### config.mk
export PLATFORM = sky130hd
export DESIGN_NAME = raycast_top
export DESIGN_NICKNAME = d
export VERILOG_FILES = /design/src/common/raycast_pkg.sv /design/src/hdl/vga_timing.sv /design/src/hdl/apb_view_regs.sv /design/src/texture/tex_qspi_fetch.sv /design/src/render/column_shader.sv /design/src/hdl/raycast_top.sv
export SDC_FILE = /design/constraint.sdc
export NUM_CORES = 1
export LEC_CHECK = 0
export BUFFER_PORTS_ARGS = -buffer_cell sky130_fd_sc_hd__buf_2
export CAP_MARGIN = 20
export CELL_PAD_IN_SITES_DETAIL_PLACEMENT = 0
export CELL_PAD_IN_SITES_GLOBAL_PLACEMENT = 2
export CORE_MARGIN = 2
export CORE_UTILIZATION = 42
export DETAILED_ROUTE_END_ITERATION = 6
export PLACE_DENSITY_LB_ADDON = 0.3
export SLEW_MARGIN = 20
export SYNTH_ARGS = -nofsm -noshare
export SYNTH_HDL_FRONTEND = slang
export SYNTH_SLANG_ARGS = --single-unit
export TNS_END_PERCENT = 30
### constraint.sdc
create_clock -name clk -period 4.7 [get_ports clk]
set_clock_uncertainty 0.15 [all_clocks]
set_input_delay 0.705 -clock clk [delete_from_list [all_inputs] [get_ports clk]]
set_output_delay 0.705 -clock clk [all_outputs]
set_load 0.03 [all_outputs]
### src/common/raycast_pkg.sv
package raycast_pkg;

  // Screen coordinate, wide enough for both counters
  typedef logic [9:0] pos_t;

  // Colour word, blue pair then green pair then red pair, MSB first
  typedef logic [5:0] rgb_t;

  // Index into one 64-entry texel plane
  typedef logic [5:0] texel_idx_t;

  // Wall slice number sent to the flash, wall id minus one, side, texu
  typedef logic [8:0] slice_addr_t;

  // Wall id, where 0 means there is no wall on this column
  typedef logic [1:0] wall_id_t;

  // Half height of the wall span in pixels
  typedef logic [8:0] half_size_t;

  // Texture step, unsigned with 6 fraction bits
  typedef logic [11:0] tex_step_t;

  // Visible and total pixels per line, and sync pulse bounds
  localparam pos_t H_VIEW       = 10'd640;
  localparam pos_t H_TOTAL      = 10'd800;
  localparam pos_t H_SYNC_START = 10'd656;
  localparam pos_t H_SYNC_END   = 10'd752;

  // Visible and total lines per frame, and sync pulse bounds
  localparam pos_t V_VIEW       = 10'd480;
  localparam pos_t V_TOTAL      = 10'd525;
  localparam pos_t V_SYNC_START = 10'd490;
  localparam pos_t V_SYNC_END   = 10'd492;

  // Middle of the rotated column, where floor turns into sky
  localparam pos_t HALF_VIEW = 10'd320;

  // Quad output fast read, with its preamble made of command, address and dummy clocks
  localparam logic [7:0] TEX_CMD           = 8'h6B;
  localparam pos_t       TSPI_CMD_LEN      = 10'd8;
  localparam pos_t       TSPI_ADDR_LEN     = 10'd24;
  localparam pos_t       TSPI_DUMMY_LEN    = 10'd8;
  localparam pos_t       TSPI_PREAMBLE_LEN = TSPI_CMD_LEN + TSPI_ADDR_LEN + TSPI_DUMMY_LEN;
  localparam int         TEXEL_COUNT       = 64;
  // One byte per texel arrives as two nibbles
  localparam pos_t       TSPI_READ_LEN     = 10'd128;
  localparam pos_t       TSPI_STREAM_LEN   = TSPI_PREAMBLE_LEN + TSPI_READ_LEN;
  // The stream starts so that the read data begins right as the line blanks
  localparam pos_t       TSPI_HPOS_START   = H_VIEW - TSPI_PREAMBLE_LEN;

  // APB register window
  localparam int                  APB_AW     = 4;
  localparam logic [APB_AW-1:0]   REG_COLORS = 4'h0;
  localparam logic [APB_AW-1:0]   REG_WALL   = 4'h4;
  localparam logic [APB_AW-1:0]   REG_SIZE   = 4'h8;
  localparam logic [APB_AW-1:0]   REG_STEP   = 4'hC;

  // Values the registers take out of reset
  localparam rgb_t      SKY_RST  = 6'h15;
  localparam rgb_t      FLOOR_RST = 6'h2A;
  localparam tex_step_t STEP_RST = 12'h040;

endpackage

### src/hdl/vga_timing.sv
`timescale 1ns/100ps

module vga_timing import raycast_pkg::*; (
  input  logic clk,
  input  logic i_rst_n,
  output pos_t o_hpos,
  output pos_t o_vpos,
  output logic o_hsync_n,
  output logic o_vsync_n,
  output logic o_hblank,
  output logic o_vblank,
  output logic o_visible,
  output logic o_hmax,
  output logic o_frame_end
);

  logic vmax;

  // Last pixel of a line and last line of a frame
  assign o_hmax = (o_hpos == H_TOTAL - 10'd1);
  assign vmax   = (o_vpos == V_TOTAL - 10'd1);

  // Both counters wrap, vpos only steps at the end of each line
  always_ff @(posedge clk) begin
    if (!i_rst_n) begin
      o_hpos <= '0;
      o_vpos <= '0;
    end else begin
      o_hpos <= o_hmax ? '0 : o_hpos + 10'd1;
      if (o_hmax) begin
        o_vpos <= vmax ? '0 : o_vpos + 10'd1;
      end
    end
  end

  // Sync pulses are active low inside their half-open windows
  assign o_hsync_n = ~((o_hpos >= H_SYNC_START) && (o_hpos < H_SYNC_END));
  assign o_vsync_n = ~((o_vpos >= V_SYNC_START) && (o_vpos < V_SYNC_END));

  assign o_hblank  = (o_hpos >= H_VIEW);
  assign o_vblank  = (o_vpos >= V_VIEW);
  assign o_visible = ~o_hblank & ~o_vblank;

  // Last pixel of the last visible line, when new settings may be taken up
  assign o_frame_end = o_hmax && (o_vpos == V_VIEW - 10'd1);

endmodule

### src/hdl/apb_view_regs.sv
`timescale 1ns/100ps

module apb_view_regs import raycast_pkg::*; (
  input  logic             clk,
  input  logic             i_rst_n,
  input  logic             i_psel,
  input  logic             i_penable,
  input  logic             i_pwrite,
  // One bit above the register window, so accesses past it can be flagged
  input  logic [APB_AW:0]  i_paddr,
  input  logic [31:0]      i_pwdata,
  output logic [31:0]      o_prdata,
  output logic             o_pready,
  output logic             o_pslverr,
  input  logic             i_frame_end,
  output rgb_t             o_sky,
  output rgb_t             o_floor,
  output wall_id_t         o_wall_id,
  output logic             o_side,
  output texel_idx_t       o_texu,
  output half_size_t       o_half_size,
  output tex_step_t        o_tex_step
);

  rgb_t        pend_sky;
  rgb_t        pend_floor;
  wall_id_t    pend_wall_id;
  logic        pend_side;
  texel_idx_t  pend_texu;
  half_size_t  pend_half_size;
  tex_step_t   pend_tex_step;
  logic        addr_hit;
  logic [31:0] rd_word;
  logic        access;

  // Every transfer finishes in its access phase
  assign o_pready = 1'b1;
  assign access   = i_psel & i_penable;

  // Address decode and read mux over the pending set
  always_comb begin
    addr_hit = ~i_paddr[APB_AW];
    rd_word  = '0;
    case (i_paddr[APB_AW-1:0])
      REG_COLORS: rd_word = {20'd0, pend_floor, pend_sky};
      REG_WALL:   rd_word = {23'd0, pend_wall_id, pend_side, pend_texu};
      REG_SIZE:   rd_word = {23'd0, pend_half_size};
      REG_STEP:   rd_word = {20'd0, pend_tex_step};
      default:    addr_hit = 1'b0;
    endcase
  end

  // Unmapped addresses read back as zero
  assign o_prdata  = addr_hit ? rd_word : '0;
  assign o_pslverr = access & ~addr_hit;

  // Software writes land in the pending set only
  always_ff @(posedge clk) begin
    if (!i_rst_n) begin
      pend_sky       <= SKY_RST;
      pend_floor     <= FLOOR_RST;
      pend_wall_id   <= '0;
      pend_side      <= 1'b0;
      pend_texu      <= '0;
      pend_half_size <= '0;
      pend_tex_step  <= STEP_RST;
    end else if (access && i_pwrite && addr_hit) begin
      case (i_paddr[APB_AW-1:0])
        REG_COLORS: begin
          pend_floor <= i_pwdata[11:6];
          pend_sky   <= i_pwdata[5:0];
        end
        REG_WALL: begin
          pend_wall_id <= i_pwdata[8:7];
          pend_side    <= i_pwdata[6];
          pend_texu    <= i_pwdata[5:0];
        end
        REG_SIZE: pend_half_size <= i_pwdata[8:0];
        REG_STEP: pend_tex_step  <= i_pwdata[11:0];
        default: ;
      endcase
    end
  end

  // The renderer sees new values only from the start of the next frame
  // so a frame is never drawn with a mix of old and new settings
  always_ff @(posedge clk) begin
    if (!i_rst_n) begin
      o_sky       <= SKY_RST;
      o_floor     <= FLOOR_RST;
      o_wall_id   <= '0;
      o_side      <= 1'b0;
      o_texu      <= '0;
      o_half_size <= '0;
      o_tex_step  <= STEP_RST;
    end else if (i_frame_end) begin
      o_sky       <= pend_sky;
      o_floor     <= pend_floor;
      o_wall_id   <= pend_wall_id;
      o_side      <= pend_side;
      o_texu      <= pend_texu;
      o_half_size <= pend_half_size;
      o_tex_step  <= pend_tex_step;
    end
  end

endmodule

### src/texture/tex_qspi_fetch.sv
`timescale 1ns/100ps

module tex_qspi_fetch import raycast_pkg::*; (
  input  logic                   clk,
  input  logic                   i_rst_n,
  input  pos_t                   i_hpos,
  input  wall_id_t               i_wall_id,
  input  logic                   i_side,
  input  texel_idx_t             i_texu,
  input  logic [3:0]             i_tex_in,
  output logic                   o_tex_csb,
  output logic                   o_tex_sclk,
  output logic                   o_tex_out0,
  output logic [TEXEL_COUNT-1:0] o_tex_r0,
  output logic [TEXEL_COUNT-1:0] o_tex_r1,
  output logic [TEXEL_COUNT-1:0] o_tex_g0,
  output logic [TEXEL_COUNT-1:0] o_tex_g1,
  output logic [TEXEL_COUNT-1:0] o_tex_b0,
  output logic [TEXEL_COUNT-1:0] o_tex_b1
);

  pos_t        tspi_state;
  wall_id_t    wall_base;
  slice_addr_t slice_addr;
  logic [23:0] flash_addr;
  logic        in_cmd;
  logic        in_addr;
  logic        in_data;

  // Wall ids start at 1 in the registers but at 0 in the flash image
  assign wall_base  = i_wall_id - 2'd1;
  assign slice_addr = {wall_base, i_side, i_texu};

  // Each slice is 64 bytes, one byte per texel
  assign flash_addr = {9'd0, slice_addr, 6'd0};

  // The sequencer position follows hpos and wraps modulo 1024
  assign tspi_state = i_hpos - TSPI_HPOS_START;

  assign in_cmd  = (tspi_state < TSPI_CMD_LEN);
  assign in_addr = ~in_cmd && (tspi_state < TSPI_CMD_LEN + TSPI_ADDR_LEN);
  assign in_data = (tspi_state >= TSPI_PREAMBLE_LEN) && (tspi_state < TSPI_STREAM_LEN);

  // Chip select stays low for the whole command and read stream
  assign o_tex_csb = ~(tspi_state < TSPI_STREAM_LEN);

  // The flash clock is the inverted system clock, so io0 set up on the rising
  // clk edge is already stable when sclk rises half a cycle later
  assign o_tex_sclk = ~clk;

  // Command bit 7-s in states 0 to 7, address bit 31-s in states 8 to 31
  // Both indices are simply the inverted low state bits
  always_comb begin
    if (in_cmd) begin
      o_tex_out0 = TEX_CMD[~tspi_state[2:0]];
    end else if (in_addr) begin
      o_tex_out0 = flash_addr[~tspi_state[4:0]];
    end else begin
      o_tex_out0 = 1'b0;
    end
  end

  // Nibbles alternate between colour LSB planes on even states and MSB planes
  // on odd states. io0 carries no colour data
  // Each plane fills from its top, so after 64 shifts the first texel sits at 0
  always_ff @(posedge clk) begin
    if (!i_rst_n) begin
      o_tex_r0 <= '0;
      o_tex_r1 <= '0;
      o_tex_g0 <= '0;
      o_tex_g1 <= '0;
      o_tex_b0 <= '0;
      o_tex_b1 <= '0;
    end else if (in_data) begin
      if (!tspi_state[0]) begin
        o_tex_r0 <= {i_tex_in[1], o_tex_r0[TEXEL_COUNT-1:1]};
        o_tex_g0 <= {i_tex_in[2], o_tex_g0[TEXEL_COUNT-1:1]};
        o_tex_b0 <= {i_tex_in[3], o_tex_b0[TEXEL_COUNT-1:1]};
      end else begin
        o_tex_r1 <= {i_tex_in[1], o_tex_r1[TEXEL_COUNT-1:1]};
        o_tex_g1 <= {i_tex_in[2], o_tex_g1[TEXEL_COUNT-1:1]};
        o_tex_b1 <= {i_tex_in[3], o_tex_b1[TEXEL_COUNT-1:1]};
      end
    end
  end

endmodule

### src/render/column_shader.sv
`timescale 1ns/100ps

module column_shader import raycast_pkg::*; (
  input  logic                   clk,
  input  logic                   i_rst_n,
  input  pos_t                   i_hpos,
  input  logic                   i_visible,
  input  logic                   i_hmax,
  input  wall_id_t               i_wall_id,
  input  half_size_t             i_half_size,
  input  tex_step_t              i_tex_step,
  input  rgb_t                   i_sky,
  input  rgb_t                   i_floor,
  input  logic [TEXEL_COUNT-1:0] i_tex_r0,
  input  logic [TEXEL_COUNT-1:0] i_tex_r1,
  input  logic [TEXEL_COUNT-1:0] i_tex_g0,
  input  logic [TEXEL_COUNT-1:0] i_tex_g1,
  input  logic [TEXEL_COUNT-1:0] i_tex_b0,
  input  logic [TEXEL_COUNT-1:0] i_tex_b1,
  output rgb_t                   o_rgb
);

  logic [10:0] hpos_ext;
  logic [10:0] half_ext;
  logic [10:0] mid_ext;
  logic        above_lo;
  logic        below_hi;
  logic        in_wall;
  tex_step_t   tex_acc;
  texel_idx_t  texv;
  rgb_t        wall_rgb;
  rgb_t        bg_rgb;

  // One extra bit keeps the span ends from wrapping when the half size
  // is larger than the middle of the column
  assign hpos_ext = {1'b0, i_hpos};
  assign half_ext = {2'b00, i_half_size};
  assign mid_ext  = {1'b0, HALF_VIEW};

  // Span is [mid - half, mid + half), the low bound moved to the other side
  assign above_lo = (hpos_ext + half_ext) >= mid_ext;
  assign below_hi = hpos_ext < (mid_ext + half_ext);
  assign in_wall  = (i_wall_id != '0) && above_lo && below_hi;

  // Texture v runs from 0 at the first wall pixel, one step per pixel
  always_ff @(posedge clk) begin
    if (!i_rst_n) begin
      tex_acc <= '0;
    end else if (i_hmax || !in_wall) begin
      tex_acc <= '0;
    end else begin
      tex_acc <= tex_acc + i_tex_step;
    end
  end

  // Integer part of the accumulator picks the texel
  assign texv = tex_acc[11:6];

  // Texel colour rebuilt from its six bit planes
  assign wall_rgb = {
    i_tex_b1[texv], i_tex_b0[texv],
    i_tex_g1[texv], i_tex_g0[texv],
    i_tex_r1[texv], i_tex_r0[texv]
  };

  // Rotated screen, so the low half of the column is the floor
  assign bg_rgb = (i_hpos < HALF_VIEW) ? i_floor : i_sky;

  // Blanking forces black, then the wall covers the background
  always_comb begin
    if (!i_visible) begin
      o_rgb = '0;
    end else if (in_wall) begin
      o_rgb = wall_rgb;
    end else begin
      o_rgb = bg_rgb;
    end
  end

endmodule

### src/hdl/raycast_top.sv
`timescale 1ns/100ps

module raycast_top import raycast_pkg::*; (
  input  logic            clk,
  input  logic            i_rst_n,
  input  logic            i_psel,
  input  logic            i_penable,
  input  logic            i_pwrite,
  input  logic [APB_AW:0] i_paddr,
  input  logic [31:0]     i_pwdata,
  output logic [31:0]     o_prdata,
  output logic            o_pready,
  output logic            o_pslverr,
  output logic            o_tex_csb,
  output logic            o_tex_sclk,
  output logic            o_tex_out0,
  input  logic [3:0]      i_tex_in,
  output logic            o_hsync_n,
  output logic            o_vsync_n,
  output logic            o_hblank,
  output logic            o_vblank,
  output rgb_t            o_rgb,
  output pos_t            o_hpos,
  output pos_t            o_vpos
);

  logic             visible;
  logic             hmax;
  logic             frame_end;
  rgb_t             sky;
  rgb_t             floor_rgb;
  wall_id_t         wall_id;
  logic             side;
  texel_idx_t       texu;
  half_size_t       half_size;
  tex_step_t        tex_step;
  logic [TEXEL_COUNT-1:0] tex_r0, tex_r1, tex_g0, tex_g1, tex_b0, tex_b1;

  // Screen counters and sync
  vga_timing u_vga_timing (
    .clk(clk), .i_rst_n(i_rst_n),
    .o_hpos(o_hpos), .o_vpos(o_vpos),
    .o_hsync_n(o_hsync_n), .o_vsync_n(o_vsync_n),
    .o_hblank(o_hblank), .o_vblank(o_vblank),
    .o_visible(visible), .o_hmax(hmax), .o_frame_end(frame_end)
  );

  // View settings written over APB
  apb_view_regs u_regs (
    .clk(clk), .i_rst_n(i_rst_n),
    .i_psel(i_psel), .i_penable(i_penable), .i_pwrite(i_pwrite),
    .i_paddr(i_paddr), .i_pwdata(i_pwdata),
    .o_prdata(o_prdata), .o_pready(o_pready), .o_pslverr(o_pslverr),
    .i_frame_end(frame_end),
    .o_sky(sky), .o_floor(floor_rgb),
    .o_wall_id(wall_id), .o_side(side), .o_texu(texu),
    .o_half_size(half_size), .o_tex_step(tex_step)
  );

  // Slice fetch for the next line during horizontal blanking
  tex_qspi_fetch u_fetch (
    .clk(clk), .i_rst_n(i_rst_n), .i_hpos(o_hpos),
    .i_wall_id(wall_id), .i_side(side), .i_texu(texu), .i_tex_in(i_tex_in),
    .o_tex_csb(o_tex_csb), .o_tex_sclk(o_tex_sclk), .o_tex_out0(o_tex_out0),
    .o_tex_r0(tex_r0), .o_tex_r1(tex_r1), .o_tex_g0(tex_g0),
    .o_tex_g1(tex_g1), .o_tex_b0(tex_b0), .o_tex_b1(tex_b1)
  );

  // Pixel colour for the current column position
  column_shader u_shader (
    .clk(clk), .i_rst_n(i_rst_n), .i_hpos(o_hpos),
    .i_visible(visible), .i_hmax(hmax), .i_wall_id(wall_id),
    .i_half_size(half_size), .i_tex_step(tex_step),
    .i_sky(sky), .i_floor(floor_rgb),
    .i_tex_r0(tex_r0), .i_tex_r1(tex_r1), .i_tex_g0(tex_g0),
    .i_tex_g1(tex_g1), .i_tex_b0(tex_b0), .i_tex_b1(tex_b1),
    .o_rgb(o_rgb)
  );

endmodule

==> impl_metrics.toml, run 1 <==
[outcome]
status = "finished clean"

[timing]
period_needed_ns = 4.48
worst_slew_pin_slew_ns = 1.16
setup_viol = 0
maxSlewViolCount = 0
rsz0062_at_grt = "false"
maxSlewHeadroom = 0.225
period_share = 0.954
max_clock_freq_mhz = 223
tns_ns = 0
hold_viol = 0

[detailed_routing]
drtIter0Drc = 939
postRouteAntennaNets = 0
drc = 0
avgRoutedWirePerCell_um = 16.0
drt_pre_antenna_iters = 5
vias = 17600
wirelength_mm = 54.4
via_per_inst = 5.18

[cts]
cts-hold-fix-buffers = 0
root_buffer = "clkbuf_16"
cts_tree = "built"
htreeDepth = 2
path_clk_slew_ns = 0.05
cts-buffers-inserted = 57
post_cts_buffers = 0
clkLatencyLatePin_ns = 0.62
clockBufferDepth = 3

[pwr]
p_sw_frac = 0.216
p_switching_mw = 1.90
worst_ir_drop_vdd_uv = 273
p_per_area_nw_per_um2 = 336
leakagePower_nw = 8.66
internal_power_mw = 6.89
p_clk_frac = 0.494
seq_power_share = 0.483
power_frac_comb = 0.023

[global_routing]
grt_pass1_vias = 16800
grt.overflow.total = 0
grt_max_degree = 281
gr-usage-all-layers = 0.185
antenna_found_initial = 1
grt_pass1_wl_mm = 89.3

[min_path]
hold_depth = 3
hp-class = "in -> reg"
min_to = "u_regs.pend_floor[5]"
hp-start = "i_pwdata[11]"

[synth]
synth_seq_cells = 500
synth_compound_area_frac = 0.177
syn_inst = 2645
ys.flop_type = "dfxtp_1"
synth_top_family_by_area = "simple AND/OR/NAND/NOR gates"
yosys.cell_types.count = 64
ys_top_cells_by_area = "dfxtp_1, nand2_1, mux4_2"
synth_area_sq_um = 23700
ys_seq_area_frac = 0.422
yosys.area_share.simple = 0.188
synthDominantCellAreaShare = 0.422
async_flop_share = 0
synth-edff-count = 0
ys_warn_count = 0
synth_mux_area_frac = 0.124
syn_area_per_cell_sq_um = 8.96
synthAdderAreaFrac = 0.0218
synth.largest_area_cell = "dfxtp_1"
synthXorXnorAreaFrac = 0.00850

[setup_path]
critPathRequiredTime_ns = 3.85
cp_max_fo = 17
cp_data_arrival_time_ns = 3.63
worstSetupPathType = "reg -> out"
startpoint = "u_regs.o_half_size[0]"
reg2reg_to = "u_fetch.o_tex_r0[13]"
end_kind = "output port"
r2r_start = "u_vga_timing.o_hpos[3]"
rrSetupSlack_ns = 1.28
reg2regPathDepth = 10
cp-start-kind = "flip-flop"

[final_layout]
areaGrowthSynthToFinish_pct = 10.3
nNetsFinal = 2694
finalNonFillerCells = 3401
mostFrequentLayoutCell = "nand2_1"
most-common-layout-cells = "nand2_1, dfxtp_1, a21boi_1"
n_antenna_cell = 0
drive_gt1_frac = 0.122

[floorplan]
fp.dieW_um = 242
floorplan.core_area_sq_um = 56100
die-area_sq_um = 58300
ios = 113
fp.dieH_um = 242
start_util = 0.423
rows = 87

[placed_design]
hpwl_mm = 33.4
dp.cells = 3305
io_buffer_count = 70
globalplace.congestion = 0.769

[run]
maxCapViolCount = 0
final cells by class:
| cell class | instances | area [sq um] |
|---|---|---|
| Fill cell | 5396 | 29900 |
| Multi-Input combinational cell | 1910 | 12400 |
| Sequential cell | 500 | 10000 |
| Clock buffer | 88 | 1700 |
| Tap cell | 756 | 946 |
| Timing Repair Buffer | 106 | 808 |
| Inverter | 31 | 116 |
| Clock inverter | 10 | 110 |
critical path: stages (launching register included):
cell,delay (ns)
dfxtp_1,0.33
ha_1,0.22
fa_1,0.37
nor2b_1,0.14
o21ai_1,0.25
a21o_1,0.18
o31ai_1,0.09
a32o_1,0.30
a211o_1,0.31
a21o_4,0.30
o221a_1,0.32
buf_2,0.19
layer usage:
metal | vias up | share of wire | GRT usage
li1 | 8854 | - | -
met1 | 8473 | 0.47 | 0.250
met2 | 200 | 0.47 | 0.304
met3 | 98 | 0.034 | 0.0324
met4 | 2 | 0.023 | 0.0506
met5 | - | 0.00017 | 0
worst max path at each step:
stage                          end  slack [ns]  cells after the start
after global routing      o_rgb[4]        0.02                     11
after global placement    o_rgb[3]        0.65                     11
after CTS                 o_rgb[4]        0.05                     11
after floorplan           o_rgb[4]        0.82                     10
final                     o_rgb[2]        0.22                     11
after detailed placement  o_rgb[2]        0.62                     11
registers in the layout, summed over array words and instances, names as in the netlist, 9 cells and up:
register / count
u_regs.o_tex_step: 12
u_fetch.o_tex_g1: 64
u_fetch.o_tex_r0: 64
u_regs.pend_half_size: 9
u_fetch.o_tex_b0: 64
u_vga_timing.o_hpos: 10
u_shader.tex_acc: 12
u_regs.pend_tex_step: 12
u_fetch.o_tex_g0: 64
u_regs.o_half_size: 9
u_vga_timing.o_vpos: 10
u_fetch.o_tex_b1: 64
u_fetch.o_tex_r1: 64
per-stage QoR:
stage               area, sq um  setup WS [ns]  hold slack [ns]   util  power (mW)
CTS                       26100         0.0470            0.138  0.466        8.94
global placement          24300          0.654            0.288  0.434        4.57
detailed placement        24300          0.618            0.300  0.434        4.57
finish                    26100          0.216            0.177  0.466        8.79
global route              26100         0.0172            0.160  0.466        9.12
floorplan                 23800          0.825            0.282      -        4.52
cells by family (layout without fill, tap and decap cells):
family | after synthesis | in the layout
DFF | 500 | 500
AOI/OAI and AO/OA | 567 | 567
muxes | 155 | 155
buffers and inverters | 254 | 235
adders and majority gates | 40 | 40
and+or+nand+nor | 1104 | 1104
xor gates and xnor gates | 23 | 23
other | 2 | 21
cell usage after synthesis (4+ instances only):
cell type / instances
a21boi_1: 326
mux4_2: 111
nor2_1: 45
buf_6: 22
nor2b_1: 31
nand2b_1: 5
dfxtp_1: 500
nor3_1: 19
nor4_1: 5
and2_1: 8
inv_1: 32
mux2i_1: 40
o221a_1: 5
xnor2_1: 13
o21ai_0: 18
clkbuf_1: 92
buf_2: 57
o21a_1: 5
or3_1: 4
mux2_2: 4
nand4_1: 7
ha_1: 38
a21o_1: 6
a22oi_1: 34
nand3_1: 26
nand2_1: 936
and3_1: 5
a21boi_0: 112
xor2_1: 10
buf_4: 48
a21oi_1: 27
power groups by stage:
stage / Sequential [mW] / Clock, mW / Combinational [mW]
2_1_floorplan: 4.34 / 0.0221 / 0.157
3_3_place_gp: 4.34 / 0.0294 / 0.204
3_5_place_dp: 4.34 / 0.0294 / 0.206
4_1_cts: 4.24 / 4.49 / 0.206
5_1_grt: 4.24 / 4.66 / 0.219
6_report: 4.24 / 4.34 / 0.204
what timing repair did:
| action | in CTS | in global routing |
|---|---|---|
| setup endpoints to repair | 5 | 6 |
| resized for setup | 1 | 2 |
| pin swaps | 0 | 1 |
(Power assumes the default switching activity.)
==> inputs of run 2 (changes only) <==
--- a/config.mk
+++ b/config.mk
@@ -10,11 +10,12 @@
 export CELL_PAD_IN_SITES_DETAIL_PLACEMENT = 0
 export CELL_PAD_IN_SITES_GLOBAL_PLACEMENT = 2
 export CORE_MARGIN = 2
-export CORE_UTILIZATION = 42
+export CORE_UTILIZATION = 44
 export DETAILED_ROUTE_END_ITERATION = 6
 export PLACE_DENSITY_LB_ADDON = 0.3
 export SLEW_MARGIN = 20
 export SYNTH_ARGS = -nofsm -noshare
 export SYNTH_HDL_FRONTEND = slang
+export SYNTH_HIERARCHICAL = 1
 export SYNTH_SLANG_ARGS = --single-unit
 export TNS_END_PERCENT = 30
==> impl_metrics.toml, run 2 <==
[outcome]
status = "finished clean"

[placed_design]
io_buffer_count = 70
hpwl_mm = 33.9
globalplace.congestion = 0.775

[synth]
synthDominantCellAreaShare = 0.431
ys.flop_type = "dfxtp_1"
synthTopCellsByCount = "dfxtp_1, mux2i_1, nand2_1"
synth_area_sq_um = 23200
synth_seq_cells = 500
synth-edff-count = 0
syn_inst = 2207
ys_warn_count = 6
syn_area_per_cell_sq_um = 10.5
async_flop_share = 0
synth.largest_area_cell = "dfxtp_1"
yosys.cell_types.count = 75
ys_top_cells_by_area = "dfxtp_1, mux2i_1, mux4_2"
yosys.cell_count.top_type = "dfxtp_1"
ys_seq_area_frac = 0.431

[pwr]
leakagePower_nw = 10.3
worst_ir_drop_vdd_uv = 277
p_per_area_nw_per_um2 = 334

[floorplan]
rows = 84
floorplan.core_area_sq_um = 52300
start_util = 0.443
ios = 113
fp.dieH_um = 234
fp.dieW_um = 234
die-area_sq_um = 54600

[setup_path]
critPathRequiredTime_ns = 3.85
path_delay_family = "compound AO/OA/AOI/OAI gates"
cp_max_fo = 8
path_buf_inv = 1
cp_data_arrival_time_ns = 3.65
slowest_stage = "or4_4"
worstSetupPathType = "reg -> out"
cp-start-kind = "flip-flop"
crit_chain = "ha_1 > xor2_1 > ha_1 > a21oi_1 > nand2_1 > a211oi_1 > o31ai_1 > or4_4 > and2_4 > o311a_1 > buf_2"
end_kind = "output port"
cpPeakStageDelay_ns = 0.58
cpMostUsedCell = "ha_1"

[timing]
setup_viol = 0
hold_viol = 0
period_share = 0.959
maxSlewHeadroom = 0.260
tns_ns = 0
worst_slew_pin_slew_ns = 1.11
maxSlewViolCount = 0
rsz0062_at_grt = "false"
max_clock_freq_mhz = 222
period_needed_ns = 4.51

[min_path]
hp-class = "in -> reg"

[cts]
clockBufferDepth = 3
root_buffer = "clkbuf_16"
htreeDepth = 2
cts-buffers-inserted = 54
path_clk_slew_ns = 0.06
cts_tree = "built"
clkLatencyLatePin_ns = 0.60
cts-hold-fix-buffers = 0

[detailed_routing]
dr_wl_met2_mm = 25.2
drtIter0Drc = 771
avgRoutedWirePerCell_um = 17.7
drc = 0
wl_met3_mm = 1.75
vias = 15700
wirelength_mm = 52.3
drt_pre_antenna_iters = 4
postRouteAntennaNets = 0
highest_layer = "met4"
wl_met1_mm = 24.1
via_per_inst = 5.34

[final_layout]
nNetsFinal = 2303
finish.utilization = 0.491
areaGrowthSynthToFinish_pct = 10.7
most-common-layout-cells = "dfxtp_1, mux2i_1, nand2_1"
mostFrequentLayoutCell = "dfxtp_1"
drive_gt1_frac = 0.145

[global_routing]
grt_max_degree = 191
antenna_found_initial = 0
gr-usage-all-layers = 0.192
grt_pass1_vias = 15600
grt_pass1_wl_mm = 84.0
grt.overflow.total = 0

[run]
maxCapViolCount = 0
==> run 2: logic make-up (layout without fill, tap and decap cells) <==
logic type	count (synthesis)	after routing	synth area share
AND/OR/NAND/NOR	693	694	0.135
other	2	22	0.000324
adder cells (fa/ha/maj)	40	40	0.0222
multiplexers	584	584	0.305
buffers and inverters	215	248	0.0497
flip-flops	500	500	0.431
AO/OA/AOI/OAI	151	151	0.0479
XOR/XNOR	22	22	0.00830
==> run 2: layer usage <==
| layer | up-vias | GRT usage |
|---|---|---|
| li1 | 7848 | - |
| met1 | 7614 | 0.255 |
| met2 | 198 | 0.323 |
| met3 | 74 | 0.0267 |
| met4 | 0 | 0.0591 |
| met5 | - | 0 |
==> run 2: final cells by class <==
| type | instances | area [sq um] |
|---|---|---|
| clock inverter | 20 | 150 |
| tap | 688 | 861 |
| inverter | 33 | 124 |
| timing repair buffer | 114 | 781 |
| clock buffer | 81 | 1600 |
| antenna | 1 | 2.50 |
| multi-input combinational | 1512 | 12200 |
| sequential | 500 | 10000 |
| fill | 4876 | 26600 |
==> run 2: where the power goes <==
group	switching [mW]	internal (mW)	total, mW
Combinational	0.143	0.0425	0.185
Sequential	0.00331	4.24	4.24
Clock	1.76	2.40	4.15
Total	1.90	6.68	8.58
==> run 2: stage by stage <==
step	worst slack (ns)	area, sq um	instances	power, mW	hold slack (ns)
2_1_floorplan	0.782	23300	2226	4.51	0.282
3_3_place_gp	0.597	23900	2843	4.55	0.289
3_5_place_dp	0.582	23900	2843	4.55	0.297
4_1_cts	0.0494	25600	2942	8.73	0.208
5_1_grt	0.0172	25700	2948	8.92	0.231
6_report	0.192	25700	2949	8.58	0.239
==> run 2: final timing paths <==
check | cells after the start | slack, ns | end | startpoint
min | 3 | 0.24 | u_regs/pend_tex_step[9] | i_pwdata[9]
min reg2reg | 2 | 0.31 | u_fetch/o_tex_b0[0] | u_fetch/o_tex_b0[0]
max | 11 | 0.19 | o_rgb[5] | u_regs/o_half_size[6]
max reg2reg | 10 | 1.03 | u_fetch/o_tex_r0[11] | u_vga_timing/o_hpos[3]
==> run 2: repair_timing <==
action	4_1_cts	5_1_grt
buffers inserted	0	5
pin swaps	0	1
endpoints found under the setup margin	6	6
resized for setup	1	1
gates cloned	0	1
==> run 2: tightest hold or removal path, delay by kind of cell <==
family	cells	cell delay, ns
mux	1	0.06
buf+inv	1	0.11
simple gates	1	0.05
==> inputs of run 3 (changes only) <==
==> constraint.sdc (replaced) <==
create_clock -name clk -period 4.7 [get_ports clk]
set_clock_uncertainty 0.15 [all_clocks]
set_input_delay 0.705 -clock clk [delete_from_list [all_inputs] [get_ports clk]]
set_output_delay 0.705 -clock clk [all_outputs]
set_load 0.05 [all_outputs]
==> impl_metrics.toml, run 3 (synthesis gave the netlist of run 2 again) <==
[setup_path]
end_kind = "output port"
worstSetupPathType = "reg -> out"
rrSetupSlack_ns = 0.90
r2r_start = "u_vga_timing/o_hpos[3]"
cp-start-kind = "flip-flop"
crit_chain = "ha_1 > fa_1 > nor2b_1 > o311ai_2 > a32oi_1 > xnor2_1 > or3_4 > and2_4 > o311a_1 > clkbuf_4"
reg2reg_to = "u_fetch/o_tex_r1[60]"
cp_data_arrival_time_ns = 3.66
reg2regPathDepth = 9
cp_max_fo = 9
cpPeakStageDelay_ns = 0.43
slowest_stage = "or3_4"
critPathRequiredTime_ns = 3.85

[cts]
path_clk_slew_ns = 0.06
clockBufferDepth = 3
htreeDepth = 2
cts_tree = "built"
cts-hold-fix-buffers = 0
clkLatencyLatePin_ns = 0.61
cts-buffers-inserted = 53
root_buffer = "clkbuf_16"

[global_routing]
grt_pass1_wl_mm = 82.7
antenna_found_initial = 0
grt_max_degree = 183
grt.overflow.total = 0
grt_pass1_vias = 15600
gr-usage-all-layers = 0.190

[final_layout]
finish.utilization = 0.491
n_antenna_cell = 0
drive_gt1_frac = 0.143
finalNonFillerCells = 2936
areaGrowthSynthToFinish_pct = 10.8
fin_area_sq_um = 25700
most-common-layout-cells = "dfxtp_1, mux2i_1, nand2_1"
nNetsFinal = 2297
mostFrequentLayoutCell = "dfxtp_1"

[outcome]
status = "finished clean"

[placed_design]
globalplace.congestion = 0.783
hpwl_mm = 33.6
dp.cells = 2838
io_buffer_count = 70
place_area_sq_um = 23900

[floorplan]
fp.dieH_um = 234
fp.dieW_um = 234
floorplan.core_area_sq_um = 52300
rows = 84
start_util = 0.443
ios = 113
die-area_sq_um = 54600

[pwr]
worst_ir_drop_vdd_uv = 278
p_total_mw = 8.64
leakagePower_nw = 10.3
p_per_area_nw_per_um2 = 336

[detailed_routing]
drtIter0Drc = 822
drt_pre_antenna_iters = 5
wirelength_mm = 51.8
postRouteAntennaNets = 0
drc = 0
avgRoutedWirePerCell_um = 17.6
via_per_inst = 5.38
vias = 15800

[timing]
max_clock_freq_mhz = 222
period_share = 0.960
period_needed_ns = 4.51
tns_ns = 0
hold_viol = 0
worst_slew_pin_slew_ns = 1.09
maxSlewHeadroom = 0.270
rsz0062_at_grt = "false"
setup_viol = 0
maxSlewViolCount = 0

[run]
maxCapViolCount = 0

[min_path]
hold_depth = 3
hp-start = "i_pwdata[11]"
hp-class = "in -> reg"
min_to = "u_regs/pend_tex_step[11]"
==> run 3: metrics by stage <==
stage                     hold WS (ns)  setup slack [ns]
after floorplan                  0.282             0.604
after CTS                        0.189           0.00904
after global placement           0.291             0.559
after detailed placement         0.304             0.519
final                            0.226             0.187
after global routing             0.200           0.00829
==> run 3: final cells by class <==
cell class,instances,area [sq um]
fill,4784,26600
multi-input combinational,1512,12200
sequential,500,10000
clock buffer,82,1610
tap,688,861
timing repair buffer,109,796
clock inverter,12,143
inverter,33,124
==> run 3: worst max path at each step <==
stage	from	slack [ns]	to	depth (start not counted)
finish	u_regs/o_half_size[0]	0.19	o_rgb[5]	10
CTS	u_regs/o_half_size[0]	0.009	o_rgb[5]	10
floorplan	u_vga_timing/o_hpos[0]	0.60	o_rgb[0]	11
global route	u_shader/tex_acc[6]	0.008	o_rgb[3]	8
global placement	u_regs/o_half_size[0]	0.56	o_rgb[5]	10
detailed placement	u_regs/o_half_size[0]	0.52	o_rgb[5]	10
==> run 3: repair_timing <==
| action | in CTS | in global routing |
|---|---|---|
| gates cloned | 0 | 1 |
| setup endpoints to repair | 6 | 6 |
| pin swaps | 0 | 2 |
| resized for setup | 1 | 2 |
| setup buffers | 0 | 5 |
==> run 3: routing by layer <==
metal,vias up,global-route usage,share of wire
li1,7852,-,-
met5,-,0,0
met3,67,0.0302,0.033
met1,7716,0.248,0.46
met2,168,0.327,0.49
met4,0,0.0469,0.019
==> run 3: power breakdown <==
part           internal, mW  total [mW]  leakage (nW)  switching, mW
registers              4.24        4.24          4.03        0.00332
clock network          2.45        4.19         0.861           1.73
logic                0.0423       0.206          5.40          0.163
total                  6.74        8.64          10.3           1.90
==> run 3: worst max-delay path, delay by kind of cell (launching register included) <==
family | cells | cell delay, ns
buffers and inverters | 1 | 0.24
DFF | 1 | 0.33
adders and majority gates | 2 | 0.56
xor gates and xnor gates | 1 | 0.16
and+or+nand+nor | 3 | 0.83
AOI/OAI and AO/OA | 3 | 0.94
